## config.mk

```make
export PLATFORM = sky130hd
export DESIGN_NAME = mem_ctl
export DESIGN_NICKNAME = d
export VERILOG_FILES = /design/src/source/mem_ctl_pkg.sv /design/src/source/mem_req_arbiter.sv /design/src/source/mem_access_seq.sv /design/src/source/spi_master.sv /design/src/source/mem_resp_unpack.sv /design/src/source/mem_ctl.sv
export VERILOG_INCLUDE_DIRS = /design/src /design/src/source
export SDC_FILE = /design/constraint.sdc
export NUM_CORES = 1
export LEC_CHECK = 0
export CORE_MARGIN = 4
export CORE_UTILIZATION = 55
export CTS_CLUSTER_SIZE = 12
export DETAILED_ROUTE_END_ITERATION = 10
export DONT_BUFFER_PORTS = 1
export HOLD_SLACK_MARGIN = 0.03
export PLACE_DENSITY_LB_ADDON = 0.08
export SLEW_MARGIN = 20
export SYNTH_ARGS = -nofsm -noshare
export SYNTH_HDL_FRONTEND = slang
export SYNTH_HIERARCHICAL = 1
export SYNTH_SLANG_ARGS = --single-unit
export TNS_END_PERCENT = 5
```

## constraint.sdc

```tcl
create_clock -name clk -period 11.7 [get_ports clk]
set_clock_uncertainty 0.15 [all_clocks]
set_input_delay 1.755 -clock clk [delete_from_list [all_inputs] [get_ports clk]]
set_output_delay 1.755 -clock clk [all_outputs]
set_load 0.02 [all_outputs]
```

## src/source/mem_ctl_consts.svh

```systemverilog
// Shared constants for the memory controller
//   Address map decode values for flash and GPIO
//   SPI command opcodes
//   GPIO register width and SPI address width
`ifndef MEM_CTL_CONSTS_SVH
`define MEM_CTL_CONSTS_SVH

// Top address byte that selects the flash region
`define FLASH_REGION 8'h80

// Upper 24 address bits of the GPIO page
// Decoded before the RAM region
`define GPIO_PAGE 24'h000100

// Serial memory opcodes, same for flash and RAM
`define CMD_READ 8'h03
`define CMD_WRITE 8'h02

// Output register width
`define GPIO_WIDTH 8

// Address bits shifted out after the command
`define SPI_ADDR_BITS 24

`endif

```

## src/source/mem_ctl_pkg.sv

```systemverilog
// Shared types of the memory controller
//   Data word and device address
//   Access size (funct3 encoding)
//   Transfer length and device select
package mem_ctl_pkg;

    typedef logic [31:0] word_t;

    typedef logic [23:0] spi_addr_t;

    // Same encoding as funct3 of loads and stores
    typedef enum logic [2:0] {
        SIZE_B  = 3'b000,
        SIZE_H  = 3'b001,
        SIZE_W  = 3'b010,
        SIZE_BU = 3'b100,
        SIZE_HU = 3'b101
    } mem_size_e;

    // Number of data bits in one SPI transfer
    typedef logic [5:0] xfer_len_t;

    typedef enum logic {
        DEV_FLASH = 1'b0,
        DEV_RAM   = 1'b1
    } dev_sel_e;

endpackage

```

## src/source/mem_req_arbiter.sv

```systemverilog
// Request arbiter
//   Pending slots for the fetch and the data path
//   Region decode and the GPIO output register
//   Data-first issue of SPI transfers to the sequencer
`timescale 1ns/1ns
`include "mem_ctl_consts.svh"

module mem_req_arbiter (
    input  logic                    clk,
    input  logic                    rst_n,
    input  logic                    instr_req,
    input  mem_ctl_pkg::word_t      instr_addr,
    input  logic                    mem_we,
    input  logic                    mem_re,
    input  mem_ctl_pkg::word_t      mem_addr,
    input  mem_ctl_pkg::word_t      mem_wdata,
    input  mem_ctl_pkg::mem_size_e  mem_size,
    input  logic                    seq_busy,
    output logic                    xfer_start,
    output logic                    xfer_is_instr,
    output logic                    xfer_write,
    output mem_ctl_pkg::dev_sel_e   xfer_dev,
    output mem_ctl_pkg::spi_addr_t  xfer_addr,
    output mem_ctl_pkg::word_t      xfer_wdata,
    output mem_ctl_pkg::mem_size_e  xfer_size,
    output logic                    gpio_done,
    output mem_ctl_pkg::word_t      gpio_rdata,
    output logic [`GPIO_WIDTH-1:0]  gpio_out
);
    import mem_ctl_pkg::*;

    logic      instr_pend;
    word_t     instr_pend_addr;
    logic      data_pend;
    logic      data_pend_write;
    word_t     data_pend_addr;
    word_t     data_pend_wdata;
    mem_size_e data_pend_size;
    logic      data_is_gpio;
    dev_sel_e  data_dev;
    logic      issue_ok;
    logic      issue_data;
    logic      issue_instr;

    assign data_is_gpio = (data_pend_addr[31:8] == `GPIO_PAGE);
    assign data_dev = (data_pend_addr[31:24] == `FLASH_REGION) ? DEV_FLASH : DEV_RAM;

    // Hold off while a start is still on its way to the sequencer
    assign issue_ok = !seq_busy && !xfer_start;
    assign issue_data = data_pend && !data_is_gpio && issue_ok;
    assign issue_instr = instr_pend && issue_ok && !(data_pend && !data_is_gpio);

    always_ff @(posedge clk or negedge rst_n) begin
        if (!rst_n) begin
            instr_pend <= 1'b0;
            data_pend  <= 1'b0;
            xfer_start <= 1'b0;
            gpio_done  <= 1'b0;
            gpio_out   <= '0;
        end else begin
            xfer_start <= issue_data || issue_instr;
            gpio_done  <= data_pend && data_is_gpio;

            // A repeated strobe while one is pending is dropped
            if (instr_pend) begin
                if (issue_instr) begin
                    instr_pend <= 1'b0;
                end
            end else if (instr_req) begin
                instr_pend <= 1'b1;
            end

            if (data_pend) begin
                if (issue_data || data_is_gpio) begin
                    data_pend <= 1'b0;
                end
            end else if (mem_we || mem_re) begin
                data_pend <= 1'b1;
            end

            if (data_pend && data_is_gpio && data_pend_write) begin
                gpio_out <= data_pend_wdata[`GPIO_WIDTH-1:0];
            end
        end
    end

    always_ff @(posedge clk) begin
        if (!instr_pend && instr_req) begin
            instr_pend_addr <= instr_addr;
        end
        if (!data_pend && (mem_we || mem_re)) begin
            data_pend_write <= mem_we;
            data_pend_addr  <= mem_addr;
            data_pend_wdata <= mem_wdata;
            data_pend_size  <= mem_size;
        end

        // Write returns zero, read returns the register zero-extended
        if (data_pend && data_is_gpio) begin
            gpio_rdata <= data_pend_write ? '0 : {{(32-`GPIO_WIDTH){1'b0}}, gpio_out};
        end

        if (issue_data) begin
            xfer_is_instr <= 1'b0;
            xfer_write    <= data_pend_write;
            xfer_dev      <= data_dev;
            xfer_addr     <= data_pend_addr[`SPI_ADDR_BITS-1:0];
            xfer_wdata    <= data_pend_wdata;
            xfer_size     <= data_pend_size;
        end else if (issue_instr) begin
            // Fetches always read a full word from flash
            xfer_is_instr <= 1'b1;
            xfer_write    <= 1'b0;
            xfer_dev      <= DEV_FLASH;
            xfer_addr     <= instr_pend_addr[`SPI_ADDR_BITS-1:0];
            xfer_wdata    <= '0;
            xfer_size     <= SIZE_W;
        end
    end

endmodule

```

## src/source/mem_access_seq.sv

```systemverilog
// Access sequencer
//   Command and length selection from the access size
//   Store data packing, lowest byte first on the bus
//   Chip select for flash or RAM over the whole transfer
//   Completion strobes towards the response side
`timescale 1ns/1ns
`include "mem_ctl_consts.svh"

module mem_access_seq (
    input  logic                    clk,
    input  logic                    rst_n,
    input  logic                    xfer_start,
    input  logic                    xfer_is_instr,
    input  logic                    xfer_write,
    input  mem_ctl_pkg::dev_sel_e   xfer_dev,
    input  mem_ctl_pkg::spi_addr_t  xfer_addr,
    input  mem_ctl_pkg::word_t      xfer_wdata,
    input  mem_ctl_pkg::mem_size_e  xfer_size,
    input  logic                    spi_done,
    input  mem_ctl_pkg::word_t      spi_rdata,
    output logic                    seq_busy,
    output logic                    spi_start,
    output logic [7:0]              spi_cmd,
    output mem_ctl_pkg::spi_addr_t  spi_addr,
    output mem_ctl_pkg::xfer_len_t  spi_len,
    output mem_ctl_pkg::word_t      spi_wdata,
    output logic                    flash_cs_n,
    output logic                    ram_cs_n,
    output logic                    fetch_done,
    output logic                    data_done,
    output mem_ctl_pkg::word_t      raw_data,
    output mem_ctl_pkg::mem_size_e  done_size
);
    import mem_ctl_pkg::*;

    logic      cur_is_instr;
    logic      cur_write;
    xfer_len_t len_sel;
    word_t     packed_wdata;

    // Data is right-aligned and shifted MSB first,
    // so the lowest address byte sits in the top used byte
    always_comb begin
        len_sel = 6'd32;
        packed_wdata = {xfer_wdata[7:0], xfer_wdata[15:8],
                        xfer_wdata[23:16], xfer_wdata[31:24]};
        if (!xfer_is_instr) begin
            case (xfer_size)
                SIZE_B, SIZE_BU: begin
                    len_sel = 6'd8;
                    packed_wdata = {24'h0, xfer_wdata[7:0]};
                end
                SIZE_H, SIZE_HU: begin
                    len_sel = 6'd16;
                    packed_wdata = {16'h0, xfer_wdata[7:0], xfer_wdata[15:8]};
                end
                default: begin
                end
            endcase
        end
    end

    always_ff @(posedge clk or negedge rst_n) begin
        if (!rst_n) begin
            seq_busy   <= 1'b0;
            spi_start  <= 1'b0;
            flash_cs_n <= 1'b1;
            ram_cs_n   <= 1'b1;
            fetch_done <= 1'b0;
            data_done  <= 1'b0;
        end else begin
            spi_start  <= 1'b0;
            fetch_done <= 1'b0;
            data_done  <= 1'b0;
            if (xfer_start && !seq_busy) begin
                seq_busy   <= 1'b1;
                spi_start  <= 1'b1;
                flash_cs_n <= (xfer_dev != DEV_FLASH);
                ram_cs_n   <= (xfer_dev != DEV_RAM);
            end else if (seq_busy && spi_done) begin
                seq_busy   <= 1'b0;
                flash_cs_n <= 1'b1;
                ram_cs_n   <= 1'b1;
                fetch_done <= cur_is_instr;
                data_done  <= !cur_is_instr;
            end
        end
    end

    always_ff @(posedge clk) begin
        if (xfer_start && !seq_busy) begin
            spi_cmd      <= xfer_write ? `CMD_WRITE : `CMD_READ;
            spi_addr     <= xfer_addr;
            spi_len      <= len_sel;
            spi_wdata    <= packed_wdata;
            cur_is_instr <= xfer_is_instr;
            cur_write    <= xfer_write;
            done_size    <= xfer_is_instr ? SIZE_W : xfer_size;
        end
        // Stores report zero read data
        if (seq_busy && spi_done) begin
            raw_data <= cur_write ? '0 : spi_rdata;
        end
    end

endmodule

```

## src/source/spi_master.sv

```systemverilog
// Single-line SPI master, mode 0
//   Shifts an 8-bit command, the device address and the data bits
//   SCLK runs at half the system clock
//   Read data comes back right-aligned
`timescale 1ns/1ns
`include "mem_ctl_consts.svh"

module spi_master (
    input  logic                    clk,
    input  logic                    rst_n,
    input  logic                    spi_start,
    input  logic [7:0]              spi_cmd,
    input  mem_ctl_pkg::spi_addr_t  spi_addr,
    input  mem_ctl_pkg::xfer_len_t  spi_len,
    input  mem_ctl_pkg::word_t      spi_wdata,
    input  logic                    spi_miso,
    output logic                    spi_done,
    output mem_ctl_pkg::word_t      spi_rdata,
    output logic                    spi_sclk,
    output logic                    spi_mosi,
    output logic                    active
);
    import mem_ctl_pkg::*;

    localparam logic [6:0] HDR_BITS = 7'(8 + `SPI_ADDR_BITS);
    localparam int SHIFT_BITS = 8 + `SPI_ADDR_BITS + 32;

    logic [SHIFT_BITS-1:0] tx_shift;
    word_t                 rx_shift;
    word_t                 wdata_aligned;
    xfer_len_t             data_len;
    logic [6:0]            bits_left;
    logic                  in_data;
    logic                  last_bit;

    // Move the data bits up against the address
    assign wdata_aligned = spi_wdata << (6'd32 - spi_len);

    // Counter includes the bit on the wire
    assign in_data = (bits_left <= {1'b0, data_len});
    assign last_bit = (bits_left == 7'd1);
    assign spi_mosi = active && tx_shift[SHIFT_BITS-1];

    always_ff @(posedge clk or negedge rst_n) begin
        if (!rst_n) begin
            active    <= 1'b0;
            spi_sclk  <= 1'b0;
            spi_done  <= 1'b0;
            bits_left <= '0;
        end else begin
            spi_done <= 1'b0;
            if (spi_start && !active) begin
                active    <= 1'b1;
                spi_sclk  <= 1'b0;
                bits_left <= HDR_BITS + {1'b0, spi_len};
            end else if (active) begin
                spi_sclk <= !spi_sclk;
                // Falling edge ends the current bit
                if (spi_sclk) begin
                    bits_left <= bits_left - 7'd1;
                    if (last_bit) begin
                        active   <= 1'b0;
                        spi_done <= 1'b1;
                    end
                end
            end
        end
    end

    always_ff @(posedge clk) begin
        if (spi_start && !active) begin
            tx_shift <= {spi_cmd, spi_addr, wdata_aligned};
            rx_shift <= '0;
            data_len <= spi_len;
        end else if (active) begin
            // Sample with the rising SCLK edge
            if (!spi_sclk && in_data) begin
                rx_shift <= {rx_shift[30:0], spi_miso};
            end
            if (spi_sclk) begin
                tx_shift <= {tx_shift[SHIFT_BITS-2:0], 1'b0};
            end
        end
        if (active && spi_sclk && last_bit) begin
            spi_rdata <= rx_shift;
        end
    end

endmodule

```

## src/source/mem_resp_unpack.sv

```systemverilog
// Response unpacking
//   Byte reorder of received data into little-endian words
//   Sign and zero extension of byte and halfword loads
//   Registered fetch and data ready strobes
`timescale 1ns/1ns

module mem_resp_unpack (
    input  logic                    clk,
    input  logic                    rst_n,
    input  logic                    fetch_done,
    input  logic                    data_done,
    input  mem_ctl_pkg::word_t      raw_data,
    input  mem_ctl_pkg::mem_size_e  done_size,
    input  logic                    gpio_done,
    input  mem_ctl_pkg::word_t      gpio_rdata,
    output logic                    instr_valid,
    output mem_ctl_pkg::word_t      instr_data,
    output logic                    mem_ready,
    output mem_ctl_pkg::word_t      mem_rdata
);
    import mem_ctl_pkg::*;

    word_t       swapped;
    logic [15:0] half;
    word_t       load_val;

    // First received byte is the lowest address
    assign swapped = {raw_data[7:0], raw_data[15:8], raw_data[23:16], raw_data[31:24]};
    assign half = {raw_data[7:0], raw_data[15:8]};

    always_comb begin
        case (done_size)
            SIZE_B:  load_val = {{24{raw_data[7]}}, raw_data[7:0]};
            SIZE_BU: load_val = {24'h0, raw_data[7:0]};
            SIZE_H:  load_val = {{16{half[15]}}, half};
            SIZE_HU: load_val = {16'h0, half};
            default: load_val = swapped;
        endcase
    end

    always_ff @(posedge clk or negedge rst_n) begin
        if (!rst_n) begin
            instr_valid <= 1'b0;
            mem_ready   <= 1'b0;
        end else begin
            instr_valid <= fetch_done;
            mem_ready   <= data_done || gpio_done;
        end
    end

    always_ff @(posedge clk) begin
        if (fetch_done) begin
            instr_data <= swapped;
        end
        if (data_done) begin
            mem_rdata <= load_val;
        end else if (gpio_done) begin
            mem_rdata <= gpio_rdata;
        end
    end

endmodule

```

## src/source/mem_ctl.sv

```systemverilog
// Memory controller top level
//   Request arbiter, access sequencer, SPI master
//   and response unpacking, joined by name
`timescale 1ns/1ns
`include "mem_ctl_consts.svh"

module mem_ctl (
    input  logic                    clk,
    input  logic                    rst_n,
    input  logic                    instr_req,
    input  mem_ctl_pkg::word_t      instr_addr,
    input  logic                    mem_we,
    input  logic                    mem_re,
    input  mem_ctl_pkg::word_t      mem_addr,
    input  mem_ctl_pkg::word_t      mem_wdata,
    input  mem_ctl_pkg::mem_size_e  mem_size,
    input  logic                    spi_miso,
    output logic                    instr_valid,
    output mem_ctl_pkg::word_t      instr_data,
    output logic                    mem_ready,
    output mem_ctl_pkg::word_t      mem_rdata,
    output logic [`GPIO_WIDTH-1:0]  gpio_out,
    output logic                    flash_cs_n,
    output logic                    ram_cs_n,
    output logic                    spi_sclk,
    output logic                    spi_mosi
);

    // Arbiter to sequencer
    logic                   seq_busy;
    logic                   xfer_start;
    logic                   xfer_is_instr;
    logic                   xfer_write;
    mem_ctl_pkg::dev_sel_e  xfer_dev;
    mem_ctl_pkg::spi_addr_t xfer_addr;
    mem_ctl_pkg::word_t     xfer_wdata;
    mem_ctl_pkg::mem_size_e xfer_size;

    // GPIO response path
    logic                   gpio_done;
    mem_ctl_pkg::word_t     gpio_rdata;

    // Sequencer to SPI master
    logic                   spi_start;
    logic [7:0]             spi_cmd;
    mem_ctl_pkg::spi_addr_t spi_addr;
    mem_ctl_pkg::xfer_len_t spi_len;
    mem_ctl_pkg::word_t     spi_wdata;
    logic                   spi_done;
    mem_ctl_pkg::word_t     spi_rdata;

    // Sequencer to unpack
    logic                   fetch_done;
    logic                   data_done;
    mem_ctl_pkg::word_t     raw_data;
    mem_ctl_pkg::mem_size_e done_size;

    mem_req_arbiter i_mem_req_arbiter (.*);

    mem_access_seq i_mem_access_seq (.*);

    // Busy state is tracked by the sequencer
    spi_master i_spi_master (
        .active (),
        .*
    );

    mem_resp_unpack i_mem_resp_unpack (.*);

endmodule

```

# After elaboration in Yosys (flattened, before gate mapping)
# Cells that the tools add are included.
# totals
elab_cells,148
out_inout_bits,78
ff_bits,521
# op_classes
muxes,49
n_addsub,3
shifts,1
n_reduce_logical,40
eq_ne,9
bitwise,1
magnitude_cmp,1
# ops
op,count
64-bit 2-to-1 mux,3
32-bit 2-to-1 mux,5
32-bit case mux with 4 select lines,1
32-bit case mux with 2 select lines,1
24-bit 2-to-1 mux,2
32-bit by 6-bit left shift with 32-bit output,1
1-bit 2-to-1 mux,31
"24-bit by 9-bit equality test with 1-bit output, second input constant",1
7-bit 2-to-1 mux,3
1-bit logical AND,16
"3-bit equality test, second input constant",4
6-bit case mux with 2 select lines,1
2-bit nonzero test,5
1-bit zero test,9
"8-bit equality test, second input constant",1
"6-bit by 6-bit adder with 7-bit output, first input constant",1
"7-bit by 1-bit equality test with 1-bit output, second input constant",1
7-bit by 6-bit <= comparator with 1-bit output,1
"7-bit by 1-bit subtractor with 7-bit output, second input constant",1
"3-bit by 1-bit equality test with 1-bit output, second input constant",2
3-bit zero test,2
3-bit 2-to-1 mux,2
"6-bit subtractor, first input constant",1
1-bit logical OR,4
3 further kinds,5

# Longest topological paths before layout
# Gate-level depths: netlist of run 1.
# depth
ltp_word,7
mapped_depth,12

# Cells and area by module
# Netlist of run 1, hierarchy kept.
# modules_own_cells
mod,cells_per_inst,instances,area_each_um2
spi_master,710,1,7393.3
mem_req_arbiter,313,1,6267.3
mem_access_seq,242,1,3966.3
mem_resp_unpack,188,1,2692.6

# Worst setup path after synthesis of run 1
# Ideal clock, no wire load.
# synth_path
path_kind,input-to-reg
startpoint,input mem_re
endpoint,"register i_mem_req_arbiter.data_pend_addr[0], enable pin"
setup_slack_ns,6.388
arrival_time_ns,4.666
n_path_buf,0
stages,2
cell_sequence,nor2_1 > nor2_1
# synth_between
elab_chain_cells,2
# synth_rtl
element,line,source
from (decl),mem_ctl.sv:13,"input logic mem_re,"
1-bit logical OR,mem_req_arbiter.sv:91,if (!data_pend && (mem_we || mem_re)) begin
1-bit logical AND,mem_req_arbiter.sv:91,
to (signal assigned),mem_req_arbiter.sv:93,data_pend_addr <= mem_addr;
to (decl),mem_req_arbiter.sv:36,word_t data_pend_addr;
# Every way passes these cells.
# A chain may end at the register's enable or synchronous reset.

# Worst setup path after layout of run 1
# layout_path
startpoint,register i_mem_req_arbiter.data_pend_addr[11]
endpoint,"register i_mem_req_arbiter.xfer_wdata[9], enable pin"
# layout_between
elab_chain_cells,6
word_cells_on_any_way,7
# layout_rtl
element,line,source
24-bit by 9-bit equality test with 1-bit output (no source line) *,n/a,
1-bit zero test *,"mem_req_arbiter.sv:50, mem_req_arbiter.sv:51",
1-bit logical AND *,"mem_req_arbiter.sv:50, mem_req_arbiter.sv:51",
1-bit zero test,mem_req_arbiter.sv:51,assign issue_instr = instr_pend && issue_ok && !(data_pend && !data_is_gpio);
1-bit logical AND,mem_req_arbiter.sv:51,
2-bit nonzero test (no source line) *,n/a,
to (signal assigned),mem_req_arbiter.sv:108,xfer_wdata <= data_pend_wdata;
to (decl),mem_req_arbiter.sv:24,"output mem_ctl_pkg::word_t xfer_wdata,"
# Every way passes the cells marked *; elsewhere a longest branch is shown, timed or not.

==> impl_metrics.tcl, run 1 <==
set metrics [dict create \
    post-route-period-util 0.3196 \
    clk_pin_slew_ps 60 \
    seq_area_frac_synth 0.6962 \
    endpoint_kind "flop" \
    area_delta_synth_final_pct 8.756 \
    worstSetupPathType "reg -> reg" \
    synthMuxAreaShare 0.05961 \
    startpoint_type "flop" \
    cts_tree "built" \
    synth_flop_cell "edfxtp_1" \
    grt.total_usage 0.1929 \
    grt_pass1_wl_mm 61.92 \
    rows 70 \
    syn-mean-instance-area_sq_um 13.98 \
    post_cts_buffers 0 \
    die_h_microns 200.2 \
    dp_hpwl_mm 25.77 \
    status "finished, final reports clean" \
    initial_core_util 0.5564 \
    vias 11000 \
    power_density_nw_per_um2 200.1 \
    die_w_microns 200.2 \
    insertion_delay_ps 580 \
    drive_above_1_share 0.1302 \
    hp-class "reg -> reg" \
    dpl_cell_area_sq_um 20500 \
    cts_root_buf "clkbuf_16" \
    first_global_vias 10760 \
    drv_slew 0 \
    period_needed_ps 3739 \
    antennaDiodeCount 0 \
    synthSimpleGateAreaFrac 0.1146 \
    cts.sinks 487 \
    dieArea_sq_um 40080 \
    final_cell_area_sq_um 22100 \
    reg2reg_slack_ps 7960 \
    cap_violations 0 \
    gr-total-overflow 0 \
    synth_top_family_by_area "simple AND/OR/NAND/NOR gates" \
    final_common_cell "edfxtp_1" \
    routabilityCongestion 0.8627 \
    final-hold-violation-count 0 \
    postCtsHoldBufs 0 \
    postSynth.asyncResetShare 0.06160 \
    hp-start "i_mem_req_arbiter/xfer_addr[3]" \
    cts_resized 0 \
    crit_chain "nor4b_1 > nand2_1 > o31ai_4 > nand2_2 > buf_4" \
    setup_tns_ps 0 \
    leakagePower_uw 0.007685 \
    grt_max_degree 77 \
    numCtsBuffers 50 \
    rsz0062_at_grt "false" \
    synthAdderAreaFrac 0.005542 \
    final_cell_mix "edfxtp_1 (424), nand2_1 (202), o21ai_0 (76)" \
    portBuffers 0 \
    reg2reg_depth 5 \
    ys_warn_count 6 \
    antenna_found_initial 2 \
    reg2reg_to "i_mem_req_arbiter/xfer_wdata[9]" \
    synth-edff-count 424 \
    clock_path_buffers 3 \
    first_pass_iters 5 \
    cp_slowest_cell "o31ai_4" \
    avgRoutedWirePerCell_microns 19.85 \
    critPathMaxStageDelay_ps 880 \
    rr_startpoint "i_mem_req_arbiter/data_pend_addr[11]" \
    core_area_sq_um 36520 \
    routed_wl_mm 38.70 \
    timing.slew.headroom 0.3153 \
    hold_end "i_mem_access_seq/spi_addr[3]" \
    worstMarginPinSlew_ps 1027 \
    htreeDepth 2 \
    synth.distinct_cells 83 \
    critical_path_required_ps 11820 \
    drc 0 \
    io_pins 183 \
    synth_xor_area_frac 0.003387 \
    drtIter0Drc 865 \
    hold-path-cell-count 0 \
    ir_drop_mv 0.1496 \
    synth_compound_area_frac 0.08251 \
    clock.fmax_mhz 267.4 \
    ys_seq_elements 487 \
    final_net_count 1554 \
    viasPerCell 5.641 \
    cp.arrival_ps 3860 \
    syn_area_sq_um 20320 \
    critPathMaxFanout 36 \
    drt.antenna.violating_nets 0 \
    syn_inst 1453 \
    setup_violations 0 \
]
## critical path, delay by kind of cell, from the launching register on
kind                   cells  cell delay, ps
AO/OA/AOI/OAI              1             880
buffers and inverters      1             470
AND/OR/NAND/NOR            3            1520
flip-flops                 1             380
## worst max path at each step
stage                                               from                                   to  slack, ps  depth (start not counted)
CTS                 i_mem_req_arbiter/data_pend_addr[21]     i_mem_req_arbiter/xfer_wdata[12]       7840                          5
global placement    i_mem_req_arbiter/data_pend_addr[21]     i_mem_req_arbiter/xfer_wdata[12]       7930                          5
finish              i_mem_req_arbiter/data_pend_addr[11]      i_mem_req_arbiter/xfer_wdata[9]       7960                          5
global route        i_mem_req_arbiter/data_pend_addr[11]      i_mem_req_arbiter/xfer_wdata[9]       7580                          5
floorplan                                         mem_re  i_mem_req_arbiter/data_pend_addr[0]       6390                          2
detailed placement  i_mem_req_arbiter/data_pend_addr[21]     i_mem_req_arbiter/xfer_wdata[17]       7840                          5
## sequential cells by signal (all words and copies together), names as in the netlist, 32 cells and up
register,flops
i_mem_access_seq/raw_data,32
i_mem_access_seq/spi_wdata,32
i_spi_master/spi_rdata,32
i_mem_req_arbiter/data_pend_addr,32
i_spi_master/rx_shift,32
i_mem_resp_unpack/instr_data,32
i_mem_req_arbiter/data_pend_wdata,32
i_spi_master/tx_shift,64
i_mem_req_arbiter/xfer_wdata,32
i_mem_resp_unpack/mem_rdata,32
## synth_stat cells, drive strengths merged (4+ instances only)
| master | number | area [sq um] |
|---|---|---|
| nor4 | 8 | 98.85 |
| o221ai | 7 | 61.31 |
| a31oi | 4 | 40.04 |
| o21ai | 92 | 494.2 |
| nor2b | 53 | 331.6 |
| mux2i | 34 | 340.3 |
| nand2b | 9 | 56.30 |
| a32o | 8 | 80.08 |
| o211ai | 6 | 45.04 |
| a211oi | 9 | 67.56 |
| a22o | 9 | 78.83 |
| a22oi | 9 | 67.56 |
| edfxtp | 424 | 12730 |
| mux4 | 21 | 473.0 |
| a21oi | 75 | 390.4 |
| a32oi | 6 | 52.55 |
| nand2 | 204 | 768.2 |
| mux2 | 33 | 397.9 |
| dfxtp | 33 | 660.6 |
| o31ai | 4 | 43.79 |
| o2bb2ai | 8 | 70.07 |
| buf | 70 | 520.5 |
| nor3 | 11 | 60.06 |
| nand3 | 41 | 205.2 |
| ha | 9 | 112.6 |
| nor2 | 55 | 216.5 |
| or2 | 4 | 25.03 |
| and2b | 7 | 61.31 |
| clkbuf | 44 | 165.2 |
| dfrtp | 28 | 700.7 |
| xnor2 | 7 | 68.82 |
| inv | 20 | 75.07 |
| and2 | 56 | 360.3 |
## kinds of logic after synthesis
family,count (synthesis)
buffers and inverters,135
and+or+nand+nor,467
muxes,88
adders and majority gates,9
AOI/OAI and AO/OA,257
xor gates and xnor gates,7
DFF,487
other,3
## area by class of cell
class / count / area (sq um)
multi-input cells: 862 / 5572
well taps: 468 / 585.6
flip-flops and latches: 487 / 14150
clock buffers: 86 / 1468
clock inverters: 8 / 106.4
repair buffers: 18 / 142.6
fillers: 2805 / 14420
inverters: 21 / 78.83
## layer usage
metal / up-vias / part of all wire / global-route usage
met2: 382 / 0.44 / 0.2785
li1: 5265 / - / -
met3: 50 / 0.077 / 0.04986
met1: 5298 / 0.46 / 0.2927
met4: 4 / 0.021 / 0.05754
met5: - / 0.00067 / 0
## stage by stage
step | total power (uW) | instances | setup slack [ps] | util | hold WS (ps)
finish | 4422 | 1950 | 7961 | 0.6051 | 268.0
global route | 4647 | 1950 | 7585 | 0.6051 | 273.6
CTS | 4468 | 1949 | 7840 | 0.6044 | 270.3
detailed placement | 2940 | 1855 | 7844 | 0.5613 | 255.4
global placement | 2921 | 1855 | 7934 | 0.5613 | 253.3
floorplan | 2791 | 1484 | 6388 | - | 246.8
## report_power, final
part	switching [uW]	internal, uW	leakage, uW
clock network	621	895	0.000759
registers	128	2240	0.00445
logic	356	184	0.00248
total	1110	3320	0.00769
No activity file was read; power rests on OpenSTA's default activity.
==> run 2, diff against run 1 <==
ABC_AREA = 1   (was default)
clock period = 3.45 ns   (was 11.7 ns; I/O delays follow)
==> run 2 against run 1 <==
Net effect: synthesized cell count increased by 33%; worst hold slack lost 4.3 ps; final cell count grew 31%; total power increased to 3.7 times the previous value; combinational power grew to 5.2 times the previous value; maximum frequency is 53% higher; clock-buffer cell count decreased by 11; sequential power rose to 3.7 times the previous value; register-to-register slack worse by 7000 ps; utilization is 2.3 points higher; critical path depth is 3 higher; sequential share of layout area is 4.0 points lower; critical path type unchanged; critical endpoint is now i_mem_req_arbiter/xfer_addr[22].
==> impl_metrics.tcl, run 2 <==
set metrics [dict create \
    synth.distinct_cells 41 \
    worst_slack_ps 1002 \
    drc 0 \
    dp_hpwl_mm 28.04 \
    routed_wl_mm 43.13 \
    synth_flop_cell "edfxtp_1" \
    wl_met1_mm 19.37 \
    largest_register_ffs 64 \
    core_area_sq_um 37580 \
    startpoint_type "flop" \
    cts_tree "built" \
    yosys.cell_count.top_type "nand2_1" \
    grt.total_usage 0.2108 \
    clk_pin_slew_ps 60 \
    worstMarginPinSlew_ps 1002 \
    yosys-top-cells-area "edfxtp_1 (61%), nand2_1 (9.0%), nand3_1 (5.3%), dfrtp_1 (3.4%), dfxtp_1 (3.2%)" \
    antenna_found_initial 0 \
    critPathMaxFanout 62 \
    die_w_microns 202.7 \
    power_density_nw_per_um2 697.3 \
    fillers 2930 \
    postCtsHoldBufs 97 \
    dieArea_sq_um 41100 \
    post_cts_buffers 0 \
    htreeDepth 2 \
    grt_max_degree 65 \
    grt_pass1_wl_mm 69.57 \
    avgRoutedWirePerCell_microns 16.90 \
    timing.slew.headroom 0.3309 \
    crit_family "simple AND/OR/NAND/NOR gates" \
    path_buf_inv 1 \
    post-synth-top-area-cell "edfxtp_1" \
    top_register "i_spi_master/tx_shift" \
    insertion_delay_ps 580 \
    postSynth.asyncResetShare 0.06160 \
    critical_path_required_ps 3720 \
    worstSetupPathType "reg -> reg" \
    rsz0062_at_grt "false" \
    synth_top_area_frac 0.6104 \
    syn_inst 1926 \
    crit_chain "nor2_1 > nand2_1 > nor2_4 > nand3_4 > nand3_4 > buf_4 > nand2_1 > nand2_1" \
    hp-class "reg -> reg" \
    routabilityCongestion 0.8964 \
    final-hold-violation-count 0 \
    period_needed_ps 2448 \
    final_net_count 2116 \
    synth-edff-count 424 \
    synth_common_cells "nand2_1 (502), edfxtp_1 (424), nand3_1 (221)" \
    initial_core_util 0.5551 \
    antennaDiodeCount 0 \
    rows 71 \
    dr_wl_met3_mm 2.718 \
    first_global_vias 12720 \
    place_ws_ps 940.4 \
    cts_root_buf "clkbuf_16" \
    cap_violations 0 \
    ys_seq_elements 487 \
    portBuffers 0 \
    drtIter0Drc 957 \
    gr-total-overflow 0 \
    cp_common_cell "nand2_1" \
    die_h_microns 202.7 \
    area_delta_synth_final_pct 13.08 \
    ys_warn_count 6 \
    cp_slowest_cell "buf_4" \
    endpoint_kind "flop" \
    clock.fmax_mhz 408.5 \
    highest_layer "met4" \
    vias 13180 \
    drv_slew 0 \
    final_common_cell "nand2_1" \
    post-route-period-util 0.7096 \
    route.met2.wl_mm 20.18 \
    cts.sinks 487 \
    syn-mean-instance-area_sq_um 10.83 \
    cts_resized 0 \
    numCtsBuffers 51 \
    viasPerCell 5.166 \
    syn_area_sq_um 20860 \
    cp.arrival_ps 2720 \
    clock_path_buffers 3 \
    final_cell_mix "nand2_1 (501), edfxtp_1 (424), nand3_1 (221)" \
    setup_tns_ps 0 \
    io_pins 183 \
    ir_drop_mv 0.5464 \
    status "finished, final reports clean" \
    seq_area_frac_synth 0.6782 \
    drt.antenna.violating_nets 0 \
    drive_above_1_share 0.07741 \
    first_pass_iters 5 \
    critPathMaxStageDelay_ps 530 \
    setup_violations 0 \
    leakagePower_uw 0.009465 \
]
==> run 2: cell types whose count changed in the layout (fill, tap and decap cells not counted), moves of 29 or more <==
cell and delta:
dlygate4sd3_1 +96, nor2_1 +119, nand2_1 +299, o21ai_0 -61, nand3b_1 +29, nor2b_1 -50, inv_1 +131, nand3_1 +180
nand4_1 +41, mux2i_1 -34, and2_1 -49
==> run 2: worst paths after layout <==
| kind | startpoint | to | slack, ps | depth (start not counted) |
|---|---|---|---|---|
| worst min register to register | i_mem_req_arbiter/xfer_addr[1] | i_mem_access_seq/spi_addr[1] | 260 | 0 |
| min in group asynchronous | rst_n | i_mem_resp_unpack/instr_valid | 270 | 2 |
| worst max register to register | i_mem_req_arbiter/data_pend_addr[15] | i_mem_req_arbiter/xfer_addr[22] | 1000 | 8 |
| worst min-delay path | i_mem_req_arbiter/xfer_addr[1] | i_mem_access_seq/spi_addr[1] | 260 | 0 |
| max in group asynchronous | rst_n | i_mem_access_seq/ram_cs_n | 2630 | 2 |
| worst max-delay path | i_mem_req_arbiter/data_pend_addr[15] | i_mem_req_arbiter/xfer_addr[22] | 1000 | 8 |
==> run 2: area by class of cell <==
| type | count | area (sq um) | area share |
|---|---|---|---|
| Inverter | 163 | 621.8 | 0.02636 |
| Tap cell | 511 | 639.4 | 0.02711 |
| Sequential cell | 487 | 14150 | 0.5998 |
| Multi-Input combinational cell | 1181 | 5480 | 0.2323 |
| Clock buffer | 75 | 1406 | 0.05963 |
| Clock inverter | 17 | 96.34 | 0.004085 |
| Timing Repair Buffer | 118 | 1196 | 0.05071 |
==> run 2: kinds of logic (layout without fill, tap and decap cells) <==
kind of cell,count (synthesis),in the layout,synth area share
DFF,487,487,0.6782
other,3,34,0.0005399
xor gates and xnor gates,1,1,0.0004200
buffers and inverters,289,373,0.06605
adders and majority gates,9,9,0.005399
AOI/OAI and AO/OA,109,109,0.02915
and+or+nand+nor,1028,1028,0.2202
==> run 2: layer usage <==
metal  up-vias  track usage
li1       6587            -
met1      6166       0.3035
met2       372       0.3318
met3        58      0.04440
met4         0      0.05626
met5         -            0
==> run 2: power breakdown <==
group	internal, uW	total [uW]	switching, uW
combinational	877	2790	1910
sequential	8070	8690	612
clock	2820	4970	2150
==> run 2: metrics by stage <==
| step | util | total power (uW) | area, sq um | cells | hold WS [ps] |
|---|---|---|---|---|---|
| 2_1_floorplan | - | 10740 | 20970 | 1957 | 71.91 |
| 6_report | 0.6277 | 16450 | 23590 | 2552 | 263.7 |
| 3_3_place_gp | 0.5608 | 11360 | 21070 | 2362 | 73.33 |
| 5_1_grt | 0.6277 | 17370 | 23590 | 2552 | 271.9 |
| 4_1_cts | 0.6273 | 16520 | 23570 | 2552 | 233.8 |
| 3_5_place_dp | 0.5612 | 11460 | 21090 | 2363 | 73.01 |
==> run 3, diff against run 2 <==
clock period = 2.39 ns   (was 3.45 ns; I/O delays follow)
==> run 3 against run 2 <==
Net effect: critical endpoint is now i_spi_master/rx_shift[28]; first-iteration DRC count increased by 4.6%; clock power is 51% higher; register-to-register slack got worse by 560 ps; largest power group unchanged.
==> impl_metrics.tcl, run 3 (same netlist as run 2, synthesis figures left out) <==
set metrics [dict create \
    reg2reg_to "i_spi_master/rx_shift[28]" \
    clock.fmax_mhz 512.0 \
    die_w_microns 202.7 \
    use_met3 0.04855 \
    cp.arrival_ps 2260 \
    endpoint_kind "flop" \
    reg2reg_slack_ps 440 \
    insertion_delay_ps 580 \
    top_usage_layer "met2" \
    final-hold-violation-count 0 \
    final_net_count 2130 \
    core_area_sq_um 37580 \
    setup_violations 0 \
    die_h_microns 202.7 \
    clk_pin_slew_ps 60 \
    drv_slew 0 \
    pwr-share-comb 0.174 \
    startpoint_type "flop" \
    antennaDiodeCount 0 \
    grt_use_met2 0.3302 \
    drt.antenna.violating_nets 0 \
    drtIter0Drc 1001 \
    numCtsBuffers 50 \
    rows 71 \
    final_cell_mix "nand2_1 (501), edfxtp_1 (424), nand3_1 (221)" \
    clkPwrFrac 0.309 \
    hp-class "in -> async" \
    first_global_vias 13070 \
    cts_root_buf "clkbuf_16" \
    cap_violations 0 \
    io_pins 183 \
    worstSetupPathType "reg -> reg" \
    dp_hpwl_mm 28.45 \
    dp.cells 2378 \
    power_density_nw_per_um2 1017 \
    status "finished, final reports clean" \
    drc 0 \
    internal_power_uw 17420 \
    rsz0062_at_grt "false" \
    switchingPower_uw 6775 \
    power.share.sequential 0.517 \
    area_delta_synth_final_pct 14.04 \
    gr-total-overflow 0 \
    multiInputGateArea_sq_um 5466 \
    grt_pass1_wl_mm 70.24 \
    reg2reg_depth 9 \
    antenna_found_initial 0 \
    first_pass_iters 7 \
    seqCellArea_sq_um 14150 \
    p_sw_frac 0.2800 \
    timing.slew.headroom 0.4627 \
    critical_path_required_ps 2700 \
    cts.sinks 487 \
    largest_register_ffs 64 \
    grt_max_degree 65 \
    routabilityCongestion 0.9001 \
    final_common_cell "nand2_1" \
    leakagePower_uw 0.009579 \
    viasPerCell 5.210 \
    critPathMaxFanout 64 \
    portBuffers 0 \
    grt_util_met1 0.3045 \
    post-route-period-util 0.8172 \
    initial_core_util 0.5551 \
    rr_startpoint "i_spi_master/bits_left[5]" \
    drive_above_1_share 0.08556 \
    worstMarginPinSlew_ps 805.9 \
    dieArea_sq_um 41100 \
    fin_cells 2568 \
    clock_path_buffers 3 \
    avgRoutedWirePerCell_microns 16.93 \
    setup_tns_ps 0 \
    period_needed_ps 1953 \
    vias 13380 \
    top_register "i_spi_master/tx_shift" \
    routed_wl_mm 43.47 \
    grt.total_usage 0.2136 \
    fillers 2919 \
    ir_drop_mv 0.8570 \
    cts_tree "built" \
    htreeDepth 2 \
]
## run 3: cell types whose count changed in the layout (fill, tap and decap cells not counted), sizes merged
| cell | previous run | this run |
|---|---|---|
| buf | 22 | 37 |
| bufinv | 0 | 2 |
| clkbuf | 75 | 84 |
| clkinv | 12 | 6 |
| clkinvlp | 1 | 0 |
| inv | 167 | 164 |
## run 3: repair_timing
action / CTS / global route
endpoints found under the hold margin: 125 / 0
resized for setup: 0 / 0
setup buffers: 0 / 0
hold buffers: 97 / 0
## run 3: power by group through the flow
| stage | combinational, uW | sequential (uW) | clock, uW |
|---|---|---|---|
| CTS | 4180 | 12500 | 7620 |
| floorplan | 3110 | 12400 | 0 |
| global route | 4830 | 12700 | 8060 |
| detailed placement | 4030 | 12600 | 0 |
| global placement | 3940 | 12600 | 0 |
| finish | 4220 | 12500 | 7480 |
## run 3: worst max-delay path by stage
| stage | cells after the start | end | from |
|---|---|---|---|
| 2_1_floorplan | 3 | i_spi_master/spi_rdata[0] | i_spi_master/bits_left[3] |
| 3_3_place_gp | 9 | i_spi_master/rx_shift[9] | i_spi_master/bits_left[5] |
| 3_5_place_dp | 9 | i_spi_master/rx_shift[28] | i_spi_master/bits_left[5] |
| 4_1_cts | 9 | i_spi_master/rx_shift[28] | i_spi_master/bits_left[5] |
| 5_1_grt | 9 | i_spi_master/rx_shift[8] | i_spi_master/bits_left[5] |
| 6_report | 9 | i_spi_master/rx_shift[28] | i_spi_master/bits_left[5] |
## run 3: final cells by class
class	instances	area share
Clock buffer	84	0.06181
Clock inverter	9	0.004314
Inverter	163	0.02614
Multi-Input combinational cell	1181	0.2298
Sequential cell	487	0.5947
Tap cell	511	0.02688
Timing Repair Buffer	133	0.05629
## run 3: critical path, stage by stage, from the launching register on
cell and delay (ps):
dfrtp_1 410, ha_1 280, inv_1 40, nor3_1 220, nand3_1 120, nand2_2 100
buf_12 250, nand3b_1 130, nand2_1 80, nor2_1 40
## run 3: metrics by stage
step	hold slack, ps	utilization	instance area [sq um]	setup slack (ps)	total power [uW]
3_3_place_gp	-84.04	0.5650	21230	453.9	16540
6_report	99.90	0.6330	23790	437.0	24200
4_1_cts	75.80	0.6330	23790	411.1	24290
5_1_grt	102.6	0.6330	23790	183.3	25550
3_5_place_dp	-83.91	0.5650	21230	427.0	16680
2_1_floorplan	-87.09	-	20980	-385.8	15490
## run 3: layer usage
metal	wire length [microns]	part of all wire
met5	0	0
met3	2921	0.067
met2	20110	0.46
met1	19350	0.45
met4	1089	0.025
